--- src/rtl/mips_pkg.sv ---
package mips_pkg;

    localparam int NB_DATA      = 32;
    localparam int NB_REG       = 5;
    localparam int NB_IM_ADDR   = 8;
    localparam int NB_MEM_WIDTH = 8;
    localparam int IM_DEPTH     = 256;

    localparam logic [5:0] OP_RTYPE = 6'h00;
    localparam logic [5:0] OP_ADDIU = 6'h09;
    localparam logic [5:0] OP_ANDI  = 6'h0c;
    localparam logic [5:0] OP_ORI   = 6'h0d;
    localparam logic [5:0] OP_LUI   = 6'h0f;
    localparam logic [5:0] OP_HALT  = 6'h3f;   // All ones

    localparam logic [5:0] FN_ADDU  = 6'h21;
    localparam logic [5:0] FN_SUBU  = 6'h23;
    localparam logic [5:0] FN_AND   = 6'h24;
    localparam logic [5:0] FN_OR    = 6'h25;
    localparam logic [5:0] FN_XOR   = 6'h26;
    localparam logic [5:0] FN_SLT   = 6'h2a;

    typedef logic [NB_DATA-1:0]    word_t;
    typedef logic [NB_REG-1:0]     reg_addr_t;
    typedef logic [NB_IM_ADDR-1:0] im_addr_t;

    typedef enum logic [2:0] {
        ALU_ADD,
        ALU_SUB,
        ALU_AND,
        ALU_OR,
        ALU_XOR,
        ALU_SLT,
        ALU_LUI
    } alu_op_e;

    typedef struct packed {
        logic  valid;
        logic  halt;
        word_t instr;
        word_t pc;
    } if_id_t;

    typedef struct packed {
        logic      valid;
        logic      halt;
        logic      reg_write;
        alu_op_e   alu_op;
        word_t     operand_a;
        word_t     operand_b;
        reg_addr_t rs;
        reg_addr_t rt;
        logic      b_from_reg;   // Operand b came from rt
        reg_addr_t dest;
    } id_ex_t;

    typedef struct packed {
        logic      valid;
        logic      halt;
        logic      reg_write;
        reg_addr_t dest;
        word_t     result;
    } ex_wb_t;

endpackage

--- src/rtl/execute_unit.sv ---
module execute_unit
    import mips_pkg::*;
(
    input  id_ex_t i_id_ex,
    input  ex_wb_t i_ex_wb,
    output ex_wb_t o_ex_wb
);

    logic  fwd_ok;
    logic  fwd_a;
    logic  fwd_b;
    word_t op_a;
    word_t op_b;
    word_t result;

    assign fwd_ok = i_ex_wb.valid && i_ex_wb.reg_write;
    assign fwd_a  = fwd_ok && (i_ex_wb.dest == i_id_ex.rs);
    assign fwd_b  = fwd_ok && i_id_ex.b_from_reg && (i_ex_wb.dest == i_id_ex.rt);

    assign op_a = fwd_a ? i_ex_wb.result : i_id_ex.operand_a;
    assign op_b = fwd_b ? i_ex_wb.result : i_id_ex.operand_b;   // Immediate never forwarded

    always_comb begin
        case (i_id_ex.alu_op)
            ALU_ADD: result = op_a + op_b;
            ALU_SUB: result = op_a - op_b;
            ALU_AND: result = op_a & op_b;
            ALU_OR:  result = op_a | op_b;
            ALU_XOR: result = op_a ^ op_b;
            ALU_SLT: result = word_t'($signed(op_a) < $signed(op_b));
            ALU_LUI: result = op_b << 16;
            default: result = '0;
        endcase
    end

    assign o_ex_wb.valid     = i_id_ex.valid;
    assign o_ex_wb.halt      = i_id_ex.halt;
    assign o_ex_wb.reg_write = i_id_ex.reg_write;
    assign o_ex_wb.dest      = i_id_ex.dest;
    assign o_ex_wb.result    = result;

    // Decode must hand over a defined operation for every live instruction
    a_alu_op_known: assert final (
        (i_id_ex.valid !== 1'b1) || !$isunknown(i_id_ex.alu_op)
    ) else $error("execute_unit: unknown alu_op on a valid instruction");

endmodule

--- config.mk ---
export PLATFORM = sky130hd
export DESIGN_NAME = execute_unit
export DESIGN_NICKNAME = d
export VERILOG_FILES = /design/src/rtl/mips_pkg.sv /design/src/rtl/execute_unit.sv
export SDC_FILE = /design/constraint.sdc
export NUM_CORES = 1
export LEC_CHECK = 0
export ABC_AREA = 1
export BUFFER_PORTS_ARGS = -buffer_cell sky130_fd_sc_hd__buf_2
export CAP_MARGIN = 20
export CORE_MARGIN = 2
export CORE_UTILIZATION = 55
export DETAILED_ROUTE_END_ITERATION = 12
export PLACE_DENSITY = 0.82
export SYNTH_ARGS = -nofsm -noshare
export SYNTH_HDL_FRONTEND = slang
export SYNTH_SLANG_ARGS = --single-unit
--- constraint.sdc ---
create_clock -name vclk -period 5.42
set_input_delay 0.542 -clock vclk [all_inputs]
set_output_delay 0.542 -clock vclk [all_outputs]
set_load 0.02 [all_outputs]
## Word-level counts from Yosys, hierarchy flattened

Cells that the tools add are included.
Widths: inputs -> output; s select.

- Add/sub/neg operators: 2
- Magnitude comparators: 1
- Equality and inequality tests: 8
- Mux-type cells: 3
- Bitwise operators: 3
- Reduce and logical (&&, ||, !) cells: 5

Operators with widths:

| kind | count |
|---|---|
| $pmux 32 s7 | 1 |
| $mux 32 | 2 |
| $add 32x32->32 | 1 |
| $and 32x32->32 | 1 |
| $lt 32x32->1 | 1 |
| $or 32x32->32 | 1 |
| $sub 32x32->32 | 1 |
| $xor 32x32->32 | 1 |
| $eq 5x5->1 | 2 |
| $eq 3x3->1 const B | 3 |
| $eq 3x2->1 const B | 2 |
| $logic_and 1x1->1 | 4 |
| $eq 3x1->1 const B | 1 |
| $logic_not 3->1 | 1 |

- Flip-flop bits (word level): 0
- Input port bits: 126
- Output and inout port bits: 40
- Word-level logic and storage cells: 22

## Logic depth before layout (Yosys ltp)

Gate-level depths: netlist of run 1.

- Depth in word-level cells: 6
- Depth in mapped cells: 23
- Depth with buffers taken out: 22

## Worst setup path after synthesis of run 1

No wires, ideal clock.

- Kind: input -> output
- Start point: input i_id_ex[14] in the netlist's numbering
- End point: output o_ex_wb[12] in the netlist's numbering
- Arrival time: 3.239 ns
- Data required time: 4.878 ns
- Slack: 1.639 ns
- Stages on the path: 17
- Buffers on the path: 1
- Path through: xor2_1 nor4_1 nand4_1 clkbuf_1 nand2_1 inv_1 nor2_1 ha_1 inv_1 fa_1 nand2_1 nand2_1 and2_1 nand2_1 nand3_1 xor2_1 o211ai_1

RTL lines:

| what | RTL line | source |
|---|---|---|
| start, declared | execute_unit.sv:4 | `input id_ex_t i_id_ex,` |
| end, declared | execute_unit.sv:6 | `output ex_wb_t o_ex_wb` |

==> results.yml, run 1 <==
worst_hold_path:
  hold_path_end: "o_ex_wb[32]"
  min-delay-start: "i_id_ex[0]"
  holdPathStages: 0
  hp-class: "in -> out"
finish:
  fill_cells: 1537
  synthToLayoutAreaGrowth_pct: 9.98
  fin_util_pct: 62.1
  diodes: 0
  finalNonFillerCells: 1921
  seq_area_um2: 0
  clkbuf_count: 0
  drive_gt1_share_pct: 10.3
  seq_cells: 0
  final_cell_area_um2: 8650
  fin_nets: 1967
place:
  dp_cells: 1921
  placed_area_um2: 8650
  io_buffers: 149
  post-dp-hpwl_um: 24900
  gp_congestion: 1.05
drt:
  antenna_left: 0
  via_count: 10476
  first_iter_violations: 1291
  wl_per_cell_um: 15.4
  viasPerCell: 5.45
  routed_wl_um: 29600
  drc_errors: 0
  dr.pass1.iters: 6
global_routing:
  gr-usage-all-layers_pct: 38.0
  grt_pass1_wl_um: 45200
  grt_max_degree: 38
  antenna_found_initial: 0
  gr-total-overflow: 0
  first_global_vias: 9019
logic_synthesis:
  yosys_warnings: 0
  synth_area_leaders: "nand2_1 (26%), inv_1 (17%), ha_1 (15%), nor2_1 (8.4%), nand3_1 (7.8%)"
  synth-seq-area-share_pct: 0
  syn_avg_cell_area_um2: 4.80
  yosysUniqueCellTypes: 39
  synth_common_cells: "nand2_1 (553), inv_1 (360), nor2_1 (175), nand3_1 (123), ha_1 (96)"
  synth_nets: 1862
  synth_most_common_cell: "nand2_1"
  syn_area_um2: 7860
  synthCells: 1638
  synth_area_leader_cell: "nand2_1"
  yosysTopAreaCellShare_pct: 26.4
timing:
  finalMaxSlewViolations: 0
  slew_headroom_pct: 31.2
  rsz0062_at_grt: "false"
  setup_viol: 0
  fmax_mhz: 212
  timing.final.crit_share_pct: 87.0
  post-route-min-period_ns: 4.71
  worstMarginPinSlew_ns: 1.03
  finalSetupTns_ns: 0
  hold_viol_final: 0
job:
  drv_cap: 0
floorplan:
  die_y_um: 124
  rows: 43
  core_area_um2: 13900
  die_area_um2: 15300
  start_util_pct: 56.4
  pin_count: 166
  chipWidth_um: 124
setup_path:
  crit_arrival_ns: 4.17
  required_ns: 4.88
  critPathMaxFanout: 26
  setup.worst_path.start_class: "primary input"
  crit_path_end_kind: "primary output"
  path_class: "in -> out"
clock_tree:
  hold_buffers: 0
  ctsResizeCount: 0
  post_cts_buffers: 0
power:
  p_per_area_nw_per_um2: 104
  p_leak_uw: 0.00573
  irDropWorstVdd_mv: 0.0607
run_status:
  outcome: "completed"
## layer usage
| metal | wire, um | up-vias | part of all wire (%) | track usage (%) |
|---|---|---|---|---|
| met5 | 0 | - | 0 | 0 |
| met4 | 858 | 0 | 2.9 | 9.09 |
| met3 | 4280 | 56 | 14 | 7.28 |
| met2 | 11800 | 647 | 40 | 56.2 |
| met1 | 12700 | 4556 | 43 | 56.3 |
| li1 | - | 5217 | - | - |
## per-stage QoR
stage | total power (uW) | worst slack, ns | hold slack [ns]
after floorplan | 605 | 1.64 | 1.20
after global placement | 852 | 0.835 | 1.08
after detailed placement | 865 | 0.770 | 1.08
after CTS | 868 | 0.759 | 1.08
after global routing | 990 | 0.354 | 1.08
final | 901 | 0.707 | 1.08
## cell usage in the layout, fill, tap and decap left out, drive strengths merged
master,count
a21oi,66
clkinv,2
a221oi,4
o21bai,7
fa,2
nor3,15
o211ai,4
a32oi,1
o21ai,79
xnor2,1
nor3b,1
and2,3
o2111ai,6
nor2,175
ha,96
o21a,1
or2,3
nor4,5
buf,164
nand2,553
inv,362
xor2,11
nand3,124
a31oi,1
nand4,27
o22ai,21
nand3b,7
## how the worst max path moves through the flow
stage / startpoint / end / cells past startpoint / slack [ns]
after floorplan: i_id_ex[14] / o_ex_wb[12] / 17 / 1.64
after global placement: i_ex_wb[32] / o_ex_wb[12] / 19 / 0.84
after detailed placement: i_ex_wb[32] / o_ex_wb[0] / 24 / 0.77
after CTS: i_ex_wb[32] / o_ex_wb[0] / 24 / 0.76
after global routing: i_ex_wb[32] / o_ex_wb[26] / 23 / 0.35
final: i_ex_wb[32] / o_ex_wb[0] / 24 / 0.71
## critical path, stage by stage
cell     delay [ns]
buf_2          0.12
xor2_1         0.18
nor3b_4        0.16
buf_4          0.25
nand3_2        0.43
buf_4          0.35
nand2_1        0.08
nand2_1        0.11
inv_1          0.08
ha_1           0.31
inv_1          0.23
nand2_1        0.10
nand2_1        0.11
nand4_1        0.09
nand2_1        0.19
nand2_1        0.07
nand2_1        0.14
nand2_1        0.10
nand2_1        0.08
nand2_1        0.04
nand2_1        0.12
nand2_1        0.06
nand2_1        0.05
buf_2          0.15
## power breakdown
group          total [uW]  internal (uW)  switching, uW
clock network           0              0              0
registers               0              0              0
logic                 901            280            621
## logic make-up (layout without fill, tap and decap cells)
family | Yosys count | count (layout) | share of synthesized area, %
compound gates | 190 | 190 | 13.6
fa+ha+maj | 98 | 98 | 15.8
buf+inv | 425 | 528 | 21.4
xor+xnor | 12 | 12 | 1.34
simple gates | 913 | 913 | 47.9
## layout make-up
cell class | instances | area, um^2 | area share (%)
Timing Repair Buffer | 164 | 875 | 10.1
Tap cell | 180 | 225 | 2.60
Inverter | 364 | 1370 | 15.8
Multi-Input combinational cell | 1213 | 6180 | 71.5
No activity file was read; power rests on OpenSTA's default activity.
==> run 2, diff against run 1 <==
--- a/config.mk
+++ b/config.mk
@@ -5,13 +5,13 @@
 export SDC_FILE = /design/constraint.sdc
 export NUM_CORES = 1
 export LEC_CHECK = 0
-export ABC_AREA = 1
+export ABC_AREA = 0
 export BUFFER_PORTS_ARGS = -buffer_cell sky130_fd_sc_hd__buf_2
 export CAP_MARGIN = 20
 export CORE_MARGIN = 2
 export CORE_UTILIZATION = 55
 export DETAILED_ROUTE_END_ITERATION = 12
-export PLACE_DENSITY = 0.82
+export PLACE_DENSITY = 0.85
 export SYNTH_ARGS = -nofsm -noshare
 export SYNTH_HDL_FRONTEND = slang
 export SYNTH_SLANG_ARGS = --single-unit
==> run 2 against run 1 <==
  * Fmax shrank 11%
  * Synthesized cell count shrank 46%
  * Combinational power shrank 13%
  * Largest cell class unchanged
==> results.yml, run 2 <==
logic_synthesis:
  synth_most_common_cell: "inv_1"
  synth_nets: 1110
  yosysTopAreaCellShare_pct: 19.6
  synthXorXnorAreaFrac_pct: 3.43
  yosysUniqueCellTypes: 83
  synth_common_cells: "inv_1 (103), ha_1 (96), a21oi_1 (78), nor2_1 (66), mux2_2 (58)"
  syn_area_um2: 6120
  synth_top_family_by_area: "compound AO/OA/AOI/OAI gates"
  synth-seq-area-share_pct: 0
  muxShareOfSynthArea_pct: 12.5
  synth_compound_area_share_pct: 36.3
  synth_fa_ha_area_share_pct: 20.3
  yosys_warnings: 0
  synth_area_leaders: "ha_1 (20%), mux2_2 (11%), a21oi_1 (6.4%), inv_1 (6.3%), o21ai_0 (4.2%)"
  syn_avg_cell_area_um2: 6.91
  synthCells: 886
  yosys.area_share.simple_pct: 15.6
  synth_area_leader_cell: "ha_1"
global_routing:
  first_global_vias: 6481
  gr-total-overflow: 0
  antenna_found_initial: 1
  use_met1_pct: 38.6
  gr-usage-met2_pct: 56.8
  grt_pass1_wl_um: 30500
  grt_max_degree: 57
  busiest_layer: "met2"
  use_met3_pct: 2.43
  gr-usage-all-layers_pct: 31.0
timing:
  post-route-min-period_ns: 5.32
  fmax_mhz: 188
  hold_viol_final: 0
  worstMarginPinSlew_ns: 0.720
  slew_headroom_pct: 51.9
  finalSetupTns_ns: 0
  timing.final.crit_share_pct: 98.2
  whs_ns: 1.08
  setup_viol: 0
  finalMaxSlewViolations: 0
drt:
  via_count: 7120
  viasPerCell: 6.31
  wl_per_cell_um: 17.4
  dr.pass1.iters: 6
  first_iter_violations: 656
  antenna_left: 0
  routed_wl_um: 19700
  drc_errors: 0
finish:
  seq_cells: 0
  diodes: 0
  layout_common_cells: "buf_2 (148), inv_1 (103), ha_1 (94)"
  fin_nets: 1214
  fill_cells: 1032
  drive_gt1_share_pct: 27.4
  seq_area_um2: 0
  clkbuf_count: 0
  multi_input_area_um2: 5440
  synthToLayoutAreaGrowth_pct: 13.1
  finalNonFillerCells: 1128
  final_common_cell: "buf_2"
power:
  combPwrFrac_pct: 100.0
  p_clk_share_pct: 0
  seqPwrFrac_pct: 0
  p_int_uw: 308
  p_per_area_nw_per_um2: 113
  irDropWorstVdd_mv: 0.0711
  p_leak_uw: 0.00338
  swShare_pct: 60.6
  p_sw_uw: 473
setup_path:
  critPathTopFamily: "compound AO/OA/AOI/OAI gates"
  cpPeakStageDelay_ns: 0.48
  setup.worst_path.start_class: "primary input"
  crit_path_end_kind: "primary output"
  required_ns: 4.88
  cp.buffers_inverters: 4
  critPathMaxFanout: 3
  cp_cell_sequence: "buf_2 > inv_1 > a222oi_1 > o2111a_1 > o2111ai_4 > mux2_2 > ha_1 > fa_1 > a21o_2 > a221oi_4 > a21oi_2 > o21ai_2 > buf_4 > o31ai_1 > a21oi_1 > mux2i_1 > xnor2_1 > o21ai_0 > buf_2"
  path_class: "in -> out"
  crit_top_cell: "buf_2"
  crit_arrival_ns: 4.78
  critPathSlowestCell: "fa_1"
place:
  io_buffers: 149
  gp_congestion: 0.989
  post-dp-hpwl_um: 15300
  dp_cells: 1126
worst_hold_path:
  hp-class: "in -> out"
floorplan:
  die_y_um: 110
  pin_count: 166
  core_area_um2: 10800
  chipWidth_um: 110
  die_area_um2: 12000
  rows: 38
  start_util_pct: 56.5
clock_tree:
  hold_buffers: 0
run_status:
  outcome: "completed"
job:
  drv_cap: 0
==> run 2: layer usage <==
layer,up-vias,share of wire [%]
li1,3408,-
met5,-,0.066
met3,43,7.7
met1,3307,41
met4,2,2.1
met2,360,49
==> run 2: timing repair <==
action                                  in CTS  in global routing
endpoints found under the setup margin       0                 18
resized for setup                            0                  6
setup buffers                                0                  2
==> run 2: area by class of cell <==
class	count	share of cell area [%]
Timing Repair Buffer	170	13.1
Tap cell	140	2.53
Inverter	107	5.80
Multi-Input combinational cell	711	78.6
==> run 2: final timing paths <==
| check | from | end | cells after the start |
|---|---|---|---|
| min | i_id_ex[1] | o_ex_wb[33] | 0 |
| max | i_ex_wb[32] | o_ex_wb[22] | 19 |
==> run 2: through the flow <==
stage               total power [uW]  worst slack [ns]  utilization [%]  area, um^2
floorplan                        558             0.352                -        6120
global placement                 740             0.256             63.5        6880
detailed placement               752             0.220             63.5        6880
CTS                              756             0.197             63.5        6880
global route                     849           -0.0426             63.9        6920
finish                           781            0.0968             63.9        6920
==> run 2: power groups by stage <==
stage	Combinational (uW)	Clock, uW	Sequential [uW]
2_1_floorplan	558	0	0
3_3_place_gp	740	0	0
3_5_place_dp	752	0	0
4_1_cts	756	0	0
5_1_grt	849	0	0
6_report	781	0	0
==> run 2: cells by family after synthesis <==
logic type | Yosys count
simple gates | 202
fa+ha+maj | 98
xor+xnor | 24
buf+inv | 175
compound gates | 318
mux | 69
==> run 3, diff against run 2 <==
--- a/config.mk
+++ b/config.mk
@@ -8,10 +8,12 @@
 export ABC_AREA = 0
 export BUFFER_PORTS_ARGS = -buffer_cell sky130_fd_sc_hd__buf_2
 export CAP_MARGIN = 20
+export CORE_ASPECT_RATIO = 1.4
 export CORE_MARGIN = 2
-export CORE_UTILIZATION = 55
+export CORE_UTILIZATION = 30
 export DETAILED_ROUTE_END_ITERATION = 12
-export PLACE_DENSITY = 0.85
+export GPL_TIMING_DRIVEN = 0
+export PLACE_DENSITY = 0.53
 export SYNTH_ARGS = -nofsm -noshare
 export SYNTH_HDL_FRONTEND = slang
 export SYNTH_SLANG_ARGS = --single-unit
==> run 3 against run 2 <==
  * Utilization decreased by 26 points
  * Global-route usage decreased by 7.9 points
  * Combinational power increased by 12%
  * First-iteration DRC count decreased by 12%
  * Cell count increased by 16%
  * Critical path depth unchanged
  * Highest routed layer is now met4
  * Hold slack improved by 0.22 ns
  * Total power increased by 11%
  * Flip-flop and latch count unchanged
  * Via count increased by 4.4%
  * Wire length increased by 35%
==> results.yml, run 3 (synthesis results as in run 2) <==
drt:
  met1_length_um: 9840
  dr_wl_met2_um: 13600
  wl_per_cell_um: 20.4
  dr.pass1.iters: 6
  routed_wl_um: 26600
  maxUsedRoutingLayer: "met4"
  first_iter_violations: 580
  via_count: 7432
  antenna_left: 0
  dr_wl_met3_um: 1510
  viasPerCell: 5.70
  drc_errors: 0
job:
  drv_cap: 0
place:
  gp_congestion: 0.964
  post-dp-hpwl_um: 21300
  io_buffers: 156
finish:
  seq_cells: 0
  layout_common_cells: "buf_2 (166), inv_1 (103), ha_1 (95)"
  multi_input_area_um2: 5590
  final_common_cell: "buf_2"
  drive_gt1_share_pct: 30.0
  synthToLayoutAreaGrowth_pct: 23.6
  diodes: 0
  seq_area_um2: 0
  fill_cells: 2206
  clkbuf_count: 0
  fin_nets: 1279
power:
  p_total_uw: 871
  p_leak_uw: 0.00359
  swShare_pct: 61.5
  p_per_area_nw_per_um2: 115
  p_clk_share_pct: 0
  irDropWorstVdd_mv: 0.0488
  p_int_uw: 335
  combPwrFrac_pct: 100.0
  p_sw_uw: 536
  seqPwrFrac_pct: 0
floorplan:
  core_area_um2: 19900
  pin_count: 166
  start_util_pct: 30.7
  rows: 61
  die_y_um: 173
  die_area_um2: 21600
  chipWidth_um: 125
timing:
  setup_viol: 0
  fmax_mhz: 188
  finalMaxSlewViolations: 0
  rsz0062_at_grt: "true"
  finalSetupTns_ns: 0
  slew_headroom_pct: 44.9
  post-route-min-period_ns: 5.33
  timing.final.crit_share_pct: 98.3
  hold_viol_final: 0
  worstMarginPinSlew_ns: 0.824
setup_path:
  cp_cell_sequence: "buf_2 > inv_1 > a222oi_1 > o2111a_1 > o2111ai_4 > clkbuf_16 > mux2_2 > ha_1 > buf_4 > nor3b_1 > a2111oi_2 > o31a_1 > o211ai_2 > a211oi_2 > o21ai_1 > and3_1 > o21a_1 > o31ai_2 > buf_4"
  critPathMaxFanout: 10
  crit_top_cell: "buf_4"
  cp.buffers_inverters: 5
  endpoint: "o_ex_wb[27]"
  required_ns: 4.88
  crit_path_end_kind: "primary output"
  cp_num_cells: 19
  critPathSlowestCell: "a2111oi_2"
  crit_arrival_ns: 4.79
  critPathTopFamily: "compound AO/OA/AOI/OAI gates"
  cp-startpoint: "i_ex_wb[32]"
  path_class: "in -> out"
  cpPeakStageDelay_ns: 0.35
  setup.worst_path.start_class: "primary input"
global_routing:
  gr-total-overflow: 0
  grt_pass1_wl_um: 40200
  grt_max_degree: 11
  first_global_vias: 7166
  gr-usage-all-layers_pct: 23.1
  antenna_found_initial: 0
worst_hold_path:
  hp-class: "in -> out"
  min-delay-start: "i_id_ex[4]"
run_status:
  outcome: "completed"
[run 3: changes by cell type in the layout (fill, tap and decap cells not counted), moves of 4 or more]
| cell | previous run | this run |
|---|---|---|
| buf_1 | 0 | 4 |
| o21ai_0 | 51 | 47 |
| clkbuf_1 | 0 | 29 |
| buf_4 | 22 | 30 |
| buf_2 | 148 | 166 |
| buf_6 | 0 | 5 |
[run 3: worst min-delay path by stage]
stage	end	slack, ns	cells after the start
after global routing	o_ex_wb[39]	1.30	2
after CTS	o_ex_wb[36]	1.30	2
after detailed placement	o_ex_wb[36]	1.30	2
after floorplan	o_ex_wb[32]	1.20	1
final	o_ex_wb[36]	1.30	2
after global placement	o_ex_wb[36]	1.30	2
[run 3: cell type report]
cell class / instances / share of cell area (%)
Tap cell: 252 / 4.17
Inverter: 107 / 5.31
Multi-Input combinational cell: 711 / 73.9
Timing Repair Buffer: 170 / 11.9
Buffer: 65 / 4.75
[run 3: per-layer routing]
layer	track usage, %	vias up
met5	0	-
met4	10.5	0
met3	2.01	88
met2	43.9	319
met1	25.9	3502
li1	-	3523
[run 3: repair_timing]
action | 4_1_cts | 5_1_grt
hold endpoints to repair | 0 | 0
buffers inserted | 6 | 8
gates cloned | 0 | 0
pin swaps | 7 | 22
hold buffers | 0 | 0
setup endpoints to repair | 29 | 20
gates resized for setup | 31 | 34
[run 3: metrics by stage]
step / hold slack, ns / instance area, um^2 / cells / worst slack (ns) / util (%)
after floorplan: 1.20 / 6120 / 886 / 0.352 / -
after global placement: 1.30 / 7220 / 1294 / -1.11 / 36.2
after detailed placement: 1.30 / 7220 / 1294 / -1.05 / 36.2
after CTS: 1.30 / 7370 / 1300 / 0.0337 / 37.0
after global routing: 1.30 / 7570 / 1305 / -0.0835 / 38.0
final: 1.30 / 7570 / 1305 / 0.0902 / 38.0
[run 3: power by group through the flow]
stage	Combinational [uW]	Clock, uW	Sequential, uW
CTS	825	0	0
finish	871	0	0
global route	944	0	0
global placement	801	0	0
floorplan	558	0	0
detailed placement	805	0	0
